[config.mk]
export PLATFORM = sky130hd
export DESIGN_NAME = mipsCore
export DESIGN_NICKNAME = d
export VERILOG_FILES = /design/src/logic/mipsPkg.sv /design/src/logic/decodeStage.sv /design/src/logic/executeStage.sv /design/src/logic/fetchStage.sv /design/src/logic/hazardUnit.sv /design/src/logic/mipsCore.sv
export VERILOG_INCLUDE_DIRS = /design/src /design/src/logic
export SDC_FILE = /design/constraint.sdc
export NUM_CORES = 2
export LEC_CHECK = 0
export ABC_AREA = 0
export ABC_CLOCK_PERIOD_IN_PS = 11090
export BUFFER_PORTS_ARGS = -buffer_cell sky130_fd_sc_hd__buf_2
export CORE_UTILIZATION = 40
export CTS_BUF_LIST = sky130_fd_sc_hd__clkbuf_4 sky130_fd_sc_hd__clkbuf_8
export CTS_CLUSTER_DIAMETER = 150
export DETAILED_ROUTE_END_ITERATION = 12
export SLEW_MARGIN = 15
export SYNTH_ARGS = -nofsm -noshare
export SYNTH_HDL_FRONTEND = slang
export SYNTH_SLANG_ARGS = --single-unit
[constraint.sdc]
create_clock -name clk -period 11.09 [get_ports clk]
set_input_delay 0 -clock clk [delete_from_list [all_inputs] [get_ports clk]]
set_output_delay 0 -clock clk [all_outputs]
set_load 0.03 [all_outputs]
[src/logic/mipsCore_cfg.svh]
`ifndef MIPS_CORE_CFG_SVH
`define MIPS_CORE_CFG_SVH

`define MIPS_XLEN     32            // data and address width
`define MIPS_NREGS    32
`define MIPS_RIDX     5
`define MIPS_RESET_PC 32'h0000_0000
`define MIPS_NOP      32'h0000_0000 // all-zero word, decodes to no operation

// instruction field positions
`define MIPS_OP_LO    26
`define MIPS_OP_W     6
`define MIPS_RS_LO    21
`define MIPS_RT_LO    16
`define MIPS_RD_LO    11
`define MIPS_FN_W     6
`define MIPS_IMM_W    16
`define MIPS_JIDX_W   26

`endif

[src/logic/mipsPkg.sv]
`default_nettype none

`include "mipsCore_cfg.svh"

package mipsPkg;

    typedef logic [`MIPS_XLEN-1:0] wordT;
    typedef logic [`MIPS_RIDX-1:0] regIdxT;

    ////////////////////////////////////////////////////////////
    // instruction encodings
    ////////////////////////////////////////////////////////////

    typedef enum logic [`MIPS_OP_W-1:0] {
        rType = 6'b000000,
        j     = 6'b000010,
        beq   = 6'b000100,
        addi  = 6'b001000,
        halt  = 6'b001110,
        lw    = 6'b100011,
        sw    = 6'b101011
    } opcodeT;

    // function field of rType
    typedef enum logic [`MIPS_FN_W-1:0] {
        fAdd = 6'b100000,
        fSub = 6'b100010,
        fAnd = 6'b100100,
        fOr  = 6'b100101,
        fSlt = 6'b101010
    } functT;

    typedef enum logic [2:0] {
        aluAdd = 3'd0,   // zero so that a cleared bundle adds
        aluSub = 3'd1,
        aluAnd = 3'd2,
        aluOr  = 3'd3,
        aluSlt = 3'd4
    } aluOpT;

    ////////////////////////////////////////////////////////////
    // control bundle carried down the pipe
    ////////////////////////////////////////////////////////////

    typedef struct packed {
        logic  regWrite;
        logic  memToReg;   // writeback takes load data
        logic  memWrite;
        logic  aluSrc;     // B operand is the immediate
        aluOpT aluOp;
        logic  halt;
    } ctrlT;

endpackage

`default_nettype wire

[src/logic/decodeStage.sv]
`timescale 1ns/1ps
`default_nettype none

`include "mipsCore_cfg.svh"

module decodeStage
    import mipsPkg::*;
(
    input  wire logic   clk,
    input  wire logic   reset,
    input  wire logic   stall,
    input  wire logic   flush,
    input  wire logic   forwardAD,
    input  wire logic   forwardBD,
    input  wire logic   regWriteW,
    input  wire wordT   instrD,
    input  wire wordT   pcPlus4D,
    input  wire wordT   aluResM,
    input  wire wordT   resultW,
    input  wire regIdxT destW,
    output logic        redirect,
    output wordT        redirectPc,
    output logic        isHalt,
    output logic        usesRt,
    output logic        isBranch,
    output logic        isJump,
    output regIdxT      rsD,
    output regIdxT      rtD,
    output ctrlT        ctrlE,
    output wordT        srcAE,
    output wordT        srcBE,
    output wordT        immE,
    output regIdxT      rsE,
    output regIdxT      rtE,
    output regIdxT      destE
);

    opcodeT op;
    functT  fn;
    ctrlT   ctrlD;
    logic   regDst;
    regIdxT rdD;
    regIdxT destD;
    wordT   immD;
    wordT   rdA;
    wordT   rdB;
    wordT   cmpA;
    wordT   cmpB;
    wordT   regs [`MIPS_NREGS];

    assign op    = opcodeT'(instrD[`MIPS_OP_LO +: `MIPS_OP_W]);
    assign fn    = functT'(instrD[`MIPS_FN_W-1:0]);
    assign rsD   = instrD[`MIPS_RS_LO +: `MIPS_RIDX];
    assign rtD   = instrD[`MIPS_RT_LO +: `MIPS_RIDX];
    assign rdD   = instrD[`MIPS_RD_LO +: `MIPS_RIDX];
    assign destD = regDst ? rdD : rtD;
    assign immD  = {{(`MIPS_XLEN-`MIPS_IMM_W){instrD[`MIPS_IMM_W-1]}},
                    instrD[`MIPS_IMM_W-1:0]};

    ////////////////////////////////////////////////////////////
    // control decode
    ////////////////////////////////////////////////////////////

    always_comb
    begin
        ctrlD  = '0;   // unknown words fall through as bubbles
        regDst = 1'b0;
        case (op)
            rType:
            begin
                regDst         = 1'b1;
                ctrlD.regWrite = 1'b1;
                case (fn)
                    fAdd:    ctrlD.aluOp = aluAdd;
                    fSub:    ctrlD.aluOp = aluSub;
                    fAnd:    ctrlD.aluOp = aluAnd;
                    fOr:     ctrlD.aluOp = aluOr;
                    fSlt:    ctrlD.aluOp = aluSlt;
                    default: ctrlD.regWrite = 1'b0;   // nop and friends
                endcase
            end
            lw:
            begin
                ctrlD.regWrite = 1'b1;
                ctrlD.memToReg = 1'b1;
                ctrlD.aluSrc   = 1'b1;
            end
            sw:
            begin
                ctrlD.memWrite = 1'b1;
                ctrlD.aluSrc   = 1'b1;
            end
            addi:
            begin
                ctrlD.regWrite = 1'b1;
                ctrlD.aluSrc   = 1'b1;
            end
            halt:    ctrlD.halt = 1'b1;
            default: ;   // beq and j finish here in decode
        endcase
    end

    assign isHalt   = (op == halt);
    assign isBranch = (op == beq);
    assign isJump   = (op == j);
    assign usesRt   = (op == rType) || (op == sw) || (op == beq);

    // register file, r0 reads zero, writeback passes straight through
    always_ff @(posedge clk)
        if (regWriteW && destW != '0)
            regs[destW] <= resultW;

    assign rdA = (rsD == '0) ? '0 : (regWriteW && destW == rsD) ? resultW : regs[rsD];
    assign rdB = (rtD == '0) ? '0 : (regWriteW && destW == rtD) ? resultW : regs[rtD];

    // branch resolves here, operands may come from memory stage
    assign cmpA       = forwardAD ? aluResM : rdA;
    assign cmpB       = forwardBD ? aluResM : rdB;
    assign redirect   = !stall && ((isBranch && cmpA == cmpB) || isJump);
    assign redirectPc = isJump ? {pcPlus4D[`MIPS_XLEN-1 -: 4], instrD[`MIPS_JIDX_W-1:0], 2'b00}
                               : pcPlus4D + {immD[`MIPS_XLEN-3:0], 2'b00};

    ////////////////////////////////////////////////////////////
    // decode to execute
    ////////////////////////////////////////////////////////////

    always_ff @(posedge clk or posedge reset)
    begin
        if (reset)
            ctrlE <= '0;
        else if (flush)
            ctrlE <= '0;   // bubble
        else
            ctrlE <= ctrlD;
    end

    always_ff @(posedge clk)
    begin
        srcAE <= rdA;
        srcBE <= rdB;
        immE  <= immD;
        rsE   <= rsD;
        rtE   <= rtD;
        destE <= destD;
    end

endmodule

`default_nettype wire

[src/logic/executeStage.sv]
`timescale 1ns/1ps
`default_nettype none

`include "mipsCore_cfg.svh"

module executeStage
    import mipsPkg::*;
(
    input  wire logic       clk,
    input  wire logic       reset,
    input  wire logic [1:0] forwardA,
    input  wire logic [1:0] forwardB,
    input  wire ctrlT       ctrlE,
    input  wire wordT       srcAE,
    input  wire wordT       srcBE,
    input  wire wordT       immE,
    input  wire wordT       resultW,
    input  wire regIdxT     destE,
    output ctrlT            ctrlM,
    output wordT            aluResM,
    output wordT            writeDataM,
    output regIdxT          destM
);

    wordT opA;
    wordT regB;    // forwarded rt, also the store data
    wordT opB;
    wordT aluRes;
    logic lessThan;

    ////////////////////////////////////////////////////////////
    // operand forwarding
    ////////////////////////////////////////////////////////////

    always_comb
    begin
        case (forwardA)
            2'b10:   opA = aluResM;   // memory stage
            2'b01:   opA = resultW;   // writeback
            default: opA = srcAE;
        endcase
    end

    always_comb
    begin
        case (forwardB)
            2'b10:   regB = aluResM;
            2'b01:   regB = resultW;
            default: regB = srcBE;
        endcase
    end

    assign opB = ctrlE.aluSrc ? immE : regB;

    // alu
    assign lessThan = $signed(opA) < $signed(opB);

    always_comb
    begin
        case (ctrlE.aluOp)
            aluSub:  aluRes = opA - opB;
            aluAnd:  aluRes = opA & opB;
            aluOr:   aluRes = opA | opB;
            aluSlt:  aluRes = {{(`MIPS_XLEN-1){1'b0}}, lessThan};
            default: aluRes = opA + opB;   // add, also lw and sw address
        endcase
    end

    // execute to memory
    always_ff @(posedge clk or posedge reset)
    begin
        if (reset)
            ctrlM <= '0;
        else
            ctrlM <= ctrlE;
    end

    always_ff @(posedge clk)
    begin
        aluResM    <= aluRes;
        writeDataM <= regB;
        destM      <= destE;
    end

endmodule

`default_nettype wire

[src/logic/fetchStage.sv]
`timescale 1ns/1ps
`default_nettype none

`include "mipsCore_cfg.svh"

module fetchStage
    import mipsPkg::*;
(
    input  wire logic clk,
    input  wire logic reset,
    input  wire logic stall,
    input  wire logic redirect,
    input  wire wordT redirectPc,
    input  wire wordT instr,
    output wordT      instrAddr,
    output wordT      instrD,
    output wordT      pcPlus4D
);

    wordT pc;
    wordT pcPlus4;

    assign pcPlus4   = pc + `MIPS_XLEN'd4;
    assign instrAddr = pc;   // rom answers in the same cycle

    always_ff @(posedge clk or posedge reset)
    begin
        if (reset)
            pc <= `MIPS_RESET_PC;
        else if (redirect)
            pc <= redirectPc;   // taken beq or j from decode
        else if (!stall)
            pc <= pcPlus4;
    end

    // fetch to decode, the word behind a redirect is squashed
    always_ff @(posedge clk or posedge reset)
    begin
        if (reset)
            instrD <= `MIPS_NOP;
        else if (redirect)
            instrD <= `MIPS_NOP;
        else if (!stall)
            instrD <= instr;
    end

    always_ff @(posedge clk)
        if (!stall)
            pcPlus4D <= pcPlus4;

endmodule

`default_nettype wire

[src/logic/hazardUnit.sv]
`timescale 1ns/1ps
`default_nettype none

`include "mipsCore_cfg.svh"

module hazardUnit
    import mipsPkg::*;
(
    input  wire regIdxT rsD,
    input  wire regIdxT rtD,
    input  wire regIdxT rsE,
    input  wire regIdxT rtE,
    input  wire regIdxT destE,
    input  wire regIdxT destM,
    input  wire regIdxT destW,
    input  wire logic   usesRt,
    input  wire logic   isBranch,
    input  wire logic   isJump,
    input  wire logic   isHalt,
    input  wire ctrlT   ctrlE,
    input  wire ctrlT   ctrlM,
    input  wire ctrlT   ctrlW,
    output logic [1:0]  forwardA,
    output logic [1:0]  forwardB,
    output logic        forwardAD,
    output logic        forwardBD,
    output logic        stallF,
    output logic        stallD,
    output logic        flushE
);

    logic lwStall;
    logic branchStall;
    logic haltDown;   // halt already past decode
    logic holdFD;

    // memory stage wins over writeback, r0 never forwarded
    assign forwardA = (rsE != '0 && ctrlM.regWrite && rsE == destM) ? 2'b10 :
                      (rsE != '0 && ctrlW.regWrite && rsE == destW) ? 2'b01 : 2'b00;
    assign forwardB = (rtE != '0 && ctrlM.regWrite && rtE == destM) ? 2'b10 :
                      (rtE != '0 && ctrlW.regWrite && rtE == destW) ? 2'b01 : 2'b00;

    assign forwardAD = rsD != '0 && ctrlM.regWrite && rsD == destM;
    assign forwardBD = rtD != '0 && ctrlM.regWrite && rtD == destM;

    assign lwStall = ctrlE.memToReg && destE != '0 &&
                     (rsD == destE || (usesRt && rtD == destE));

    // beq compares in decode, so an alu result in execute or a load in memory is too late
    assign branchStall = isBranch &&
        ((ctrlE.regWrite && destE != '0 && (destE == rsD || destE == rtD)) ||
         (ctrlM.memToReg && destM != '0 && (destM == rsD || destM == rtD)));

    assign haltDown = ctrlE.halt || ctrlM.halt || ctrlW.halt;
    assign holdFD   = lwStall || branchStall || isHalt || haltDown;

    assign stallF = holdFD;
    assign stallD = holdFD;
    assign flushE = lwStall || branchStall || isJump || haltDown;

endmodule

`default_nettype wire

[src/logic/mipsCore.sv]
`timescale 1ns/1ps
`default_nettype none

`include "mipsCore_cfg.svh"

module mipsCore
    import mipsPkg::*;
(
    input  wire logic clk,
    input  wire logic reset,
    output wordT      instrAddr,
    input  wire wordT instr,
    output wordT      dataAddr,
    output wordT      dataWriteData,
    output logic      dataWriteEnable,
    input  wire wordT dataReadData,
    output logic      halted
);

    // fetch and decode
    wordT       instrD;
    wordT       pcPlus4D;
    logic       redirect;
    wordT       redirectPc;
    logic       isHalt, usesRt, isBranch, isJump;
    regIdxT     rsD, rtD;
    // execute
    ctrlT       ctrlE;
    wordT       srcAE, srcBE, immE;
    regIdxT     rsE, rtE, destE;
    // memory and writeback
    ctrlT       ctrlM;
    wordT       aluResM, writeDataM;
    regIdxT     destM;
    ctrlT       ctrlW;
    wordT       aluResW, readDataW, resultW;
    regIdxT     destW;
    logic       regWriteW;
    // hazard
    logic       stallF, stallD, flushE;
    logic [1:0] forwardA, forwardB;
    logic       forwardAD, forwardBD;

    fetchStage u_fetch (
        .clk(clk), .reset(reset), .stall(stallF),
        .redirect(redirect), .redirectPc(redirectPc),
        .instr(instr), .instrAddr(instrAddr),
        .instrD(instrD), .pcPlus4D(pcPlus4D)
    );

    decodeStage u_decode (
        .clk(clk), .reset(reset), .stall(stallD), .flush(flushE),
        .forwardAD(forwardAD), .forwardBD(forwardBD),
        .regWriteW(regWriteW), .instrD(instrD), .pcPlus4D(pcPlus4D),
        .aluResM(aluResM), .resultW(resultW), .destW(destW),
        .redirect(redirect), .redirectPc(redirectPc),
        .isHalt(isHalt), .usesRt(usesRt), .isBranch(isBranch), .isJump(isJump),
        .rsD(rsD), .rtD(rtD), .ctrlE(ctrlE),
        .srcAE(srcAE), .srcBE(srcBE), .immE(immE),
        .rsE(rsE), .rtE(rtE), .destE(destE)
    );

    executeStage u_execute (
        .clk(clk), .reset(reset), .forwardA(forwardA), .forwardB(forwardB),
        .ctrlE(ctrlE), .srcAE(srcAE), .srcBE(srcBE), .immE(immE),
        .resultW(resultW), .destE(destE), .ctrlM(ctrlM),
        .aluResM(aluResM), .writeDataM(writeDataM), .destM(destM)
    );

    hazardUnit u_hazard (
        .rsD(rsD), .rtD(rtD), .rsE(rsE), .rtE(rtE),
        .destE(destE), .destM(destM), .destW(destW),
        .usesRt(usesRt), .isBranch(isBranch), .isJump(isJump), .isHalt(isHalt),
        .ctrlE(ctrlE), .ctrlM(ctrlM), .ctrlW(ctrlW),
        .forwardA(forwardA), .forwardB(forwardB),
        .forwardAD(forwardAD), .forwardBD(forwardBD),
        .stallF(stallF), .stallD(stallD), .flushE(flushE)
    );

    ////////////////////////////////////////////////////////////
    // memory stage, data ram answers in the same cycle
    ////////////////////////////////////////////////////////////

    assign dataAddr        = aluResM;
    assign dataWriteData   = writeDataM;
    assign dataWriteEnable = ctrlM.memWrite;

    always_ff @(posedge clk or posedge reset)
    begin
        if (reset)
            ctrlW <= '0;
        else
            ctrlW <= ctrlM;
    end

    always_ff @(posedge clk)
    begin
        aluResW   <= aluResM;
        readDataW <= dataReadData;
        destW     <= destM;
    end

    // writeback
    assign resultW   = ctrlW.memToReg ? readDataW : aluResW;
    assign regWriteW = ctrlW.regWrite;

    // sticky, rises as the halt enters writeback
    always_ff @(posedge clk or posedge reset)
    begin
        if (reset)
            halted <= 1'b0;
        else if (ctrlM.halt)
            halted <= 1'b1;
    end

endmodule

`default_nettype wire

==> qor.csv <==
metric,value,unit
library cells used by synthesis,92,
Comb power frac,32.8,%
core box area,170000,sq um
crit path kind,reg2reg,
# fillers,14900,
uppermost layer routed,met5,
post-route core utilization,45.9,%
mux contribution to synthesized area,18.7,%
clk sink count,1369,
Worst Max-Slew Pin Slew,1360,ps
GPL Wtd Cong,0.938,
Worst setup SP type,flop,
complex-gate fraction of the synthesized area,10.7,%
share of cells above drive strength 1,22.2,%
Skew-Pair Late Insertion Delay,1000,ps
"commonest non-fill, non-tap cell in the layout",edfxtp_1,
most frequent cells in the layout,"1,056 x edfxtp_1, 413 x mux4_2, 309 x nand2_1",
Final Hold Viols,0,
Max VDD drop,0.134,mV
nature of the critical path endpoint,flop,
setup violators final,0,
Vert. Die Dim,416,microns
initial DRC count,6242,
Pwr Density,226,nW/um^2
Initial DRT Pass Iterations,6,
Sw Share,37.2,%
arrival time worst endpoint,8030,ps
syn_area_per_cell,13.7,sq um
cts repair resizes,0,
FMAX,0.139,GHz
pre-CTS setup slack,3960,ps
Final Cycle Share,64.7,%
Mapped Area,68500,sq um
Synth Instances,5003,
sequential power share,40.7,%
Yosys reg bits,1369,
I/O pins,164,
via count,48700,
Int Power,11.1,mW
area growth from synthesis to layout,13.6,%
DR WL met2,114,mm
"area leader, netlist",edfxtp_1,
number of global-route vias before repair,47400,
RSZ-0062 raised after global routing,no,
Post-CTS Setup Inserts,0,
root buf cell,clkbuf_8,
Die Footprint,173000,sq um
first-pass GRT wire length,346,mm
HPWL Detailed,154,mm
H-tree levels,4,
Hold/Removal Path Class,in2async,
XOR/XNOR Fraction of Synth Area,1.56,%
synth top area cells,"edfxtp_1 46%, mux4_2 14%, dfxtp_1 6.8%",
Fin Setup TNS,0,ps
# nets final,5530,
DR DRC count,0,
largest net degree at the start of global routing,104,
main flop type after synthesis,edfxtp_1,
share of the yosys chip area belonging to registers,56.0,%
gr usage total,27.7,%
Final Routed Wirelength,244,mm
Max Slew Vio Count,0,
Worst Path Required,11940,ps
total CTS buffers,220,
Port Buffers,163,
Cell Rows,151,
Psw,6.56,mW
crit-path max FO,47,
largest family of logic cells by synthesized area,multiplexers,
Final Skew,79.7,ps
met3 WL,25.5,mm
post-synthesis adder-cell area fraction,2.40,%
crit path time final,7170,ps
Lkg Pwr,27.6,nW
GRT overflow,0,
CTS tree,built,
DRT antenna net count,0,
slew margin rel.,9.38,%
YS warnings,0,
Vias/cell,6.29,
post-synth top area share,46.3,%
worst hold slack,128,ps
Synth async-reset ratio,5.84,%
Max Cap Viol,0,
initial antenna violation count,5,
Die W,416,microns
synthesized-area fraction occupied by and/or/nand/nor cells,7.00,%
clock buffer depth,3,
Worst-path clk slew,70,ps
clock power share,26.5,%
DRT met1 WL,91.7,mm
status,completed,
final setup margin,3920,ps
WL/cell,31.5,microns
Starting Density,40.4,%
number of flops mapped to enable cells by yosys,1056,
-- logic make-up (layout without fill, tap and decap cells) --
kind of cell	count (synthesis)	count (layout)
flops	1369	1369
compound gates	1096	1096
simple gates	1007	1007
mux	760	760
buf+inv	518	1007
fa+ha+maj	130	130
xor+xnor	122	122
other cells	1	33
-- power by group through the flow --
stage	clock (mW)	combinational [mW]	sequential [mW]
global route	4.92	6.15	7.21
global placement	0	5.54	7.25
CTS	4.71	5.65	7.16
floorplan	0	3.58	7.22
detailed placement	0	5.60	7.26
finish	4.66	5.78	7.17
-- sequential cells by signal (all words and copies together) (netlist names), 8 cells and up --
signal and count:
readDataW 32, u_execute.aluResM 32, u_decode.regs 1024, u_decode.srcBE 32
u_decode.ctrlE 8, aluResW 32, u_decode.srcAE 32, u_decode.immE 16
u_fetch.instrAddr 32, u_fetch.pcPlus4D 32, u_fetch.instrD 32, u_execute.writeDataM 32
-- Yosys cell counts, types with 56 or more instances --
cell      number
a21oi_1      192
a22o_1        56
a22oi_1      177
buf_2         73
clkbuf_1     156
dfrtp_1       80
dfxtp_1      233
edfxtp_1    1056
ha_1         126
inv_1        163
mux2i_1      308
mux4_2       413
nand2_1      309
nand3_1       88
nor2_1       273
o21ai_0      254
xnor2_1       78
-- per-layer routing --
metal | vias to the layer above | GRT usage (%)
met5 | - | 0
met4 | 2 | 13.5
met3 | 616 | 6.17
met2 | 3097 | 44.5
met1 | 24600 | 35.5
li1 | 20400 | -
-- path summary, 6_finish.rpt --
check	start	end	slack (ps)	depth (start not counted)
worst max-delay path	u_fetch.instrD[16]	u_fetch.instrAddr[16]	3920	14
worst min-delay path	reset	u_fetch.instrD[25]	130	4
worst max register to register	u_fetch.instrD[16]	u_fetch.instrAddr[16]	3920	14
worst min register to register	u_decode.ctrlE[7]	u_execute.ctrlM[7]	370	0
max in group asynchronous	reset	ctrlW[6]	9730	5
min in group clk	dataReadData[1]	readDataW[1]	160	3
-- timing repair --
action                                 CTS  global route
endpoints found under the hold margin  144             0
hold buffers                           130             0
setup endpoints to repair                0             0
-- stage by stage --
| stage | cell area (sq um) | power, mW | cells |
|---|---|---|---|
| 2_1_floorplan | 68600 | 10.8 | 5034 |
| 3_3_place_gp | 71900 | 12.8 | 7201 |
| 3_5_place_dp | 71900 | 12.9 | 7201 |
| 4_1_cts | 77900 | 17.5 | 7741 |
| 5_1_grt | 77900 | 18.3 | 7742 |
| 6_report | 77900 | 17.6 | 7742 |
-- area by class of cell --
type | count | area (sq um) | area share, %
diodes | 1 | 2.50 | 0.00321
clock buffers | 291 | 3680 | 4.73
clock inverters | 119 | 987 | 1.27
inverters | 163 | 613 | 0.787
multi-input cells | 3147 | 28100 | 36.1
flip-flops and latches | 1369 | 38400 | 49.3
well taps | 2218 | 2780 | 3.56
repair buffers | 434 | 3260 | 4.19
-- critical path: stages, from the launching register on --
cell and delay, ps:
dfrtp_4 1070, buf_4 520, buf_4 610, mux4_2 580, a22o_1 240, a211o_1 270
a31oi_1 590, a211oi_1 200, xnor2_1 190, nand3_1 130, nor4_1 570, and4_2 690
nand2_4 370, and2_4 450, a221o_1 400
(Power assumes the default switching activity.)
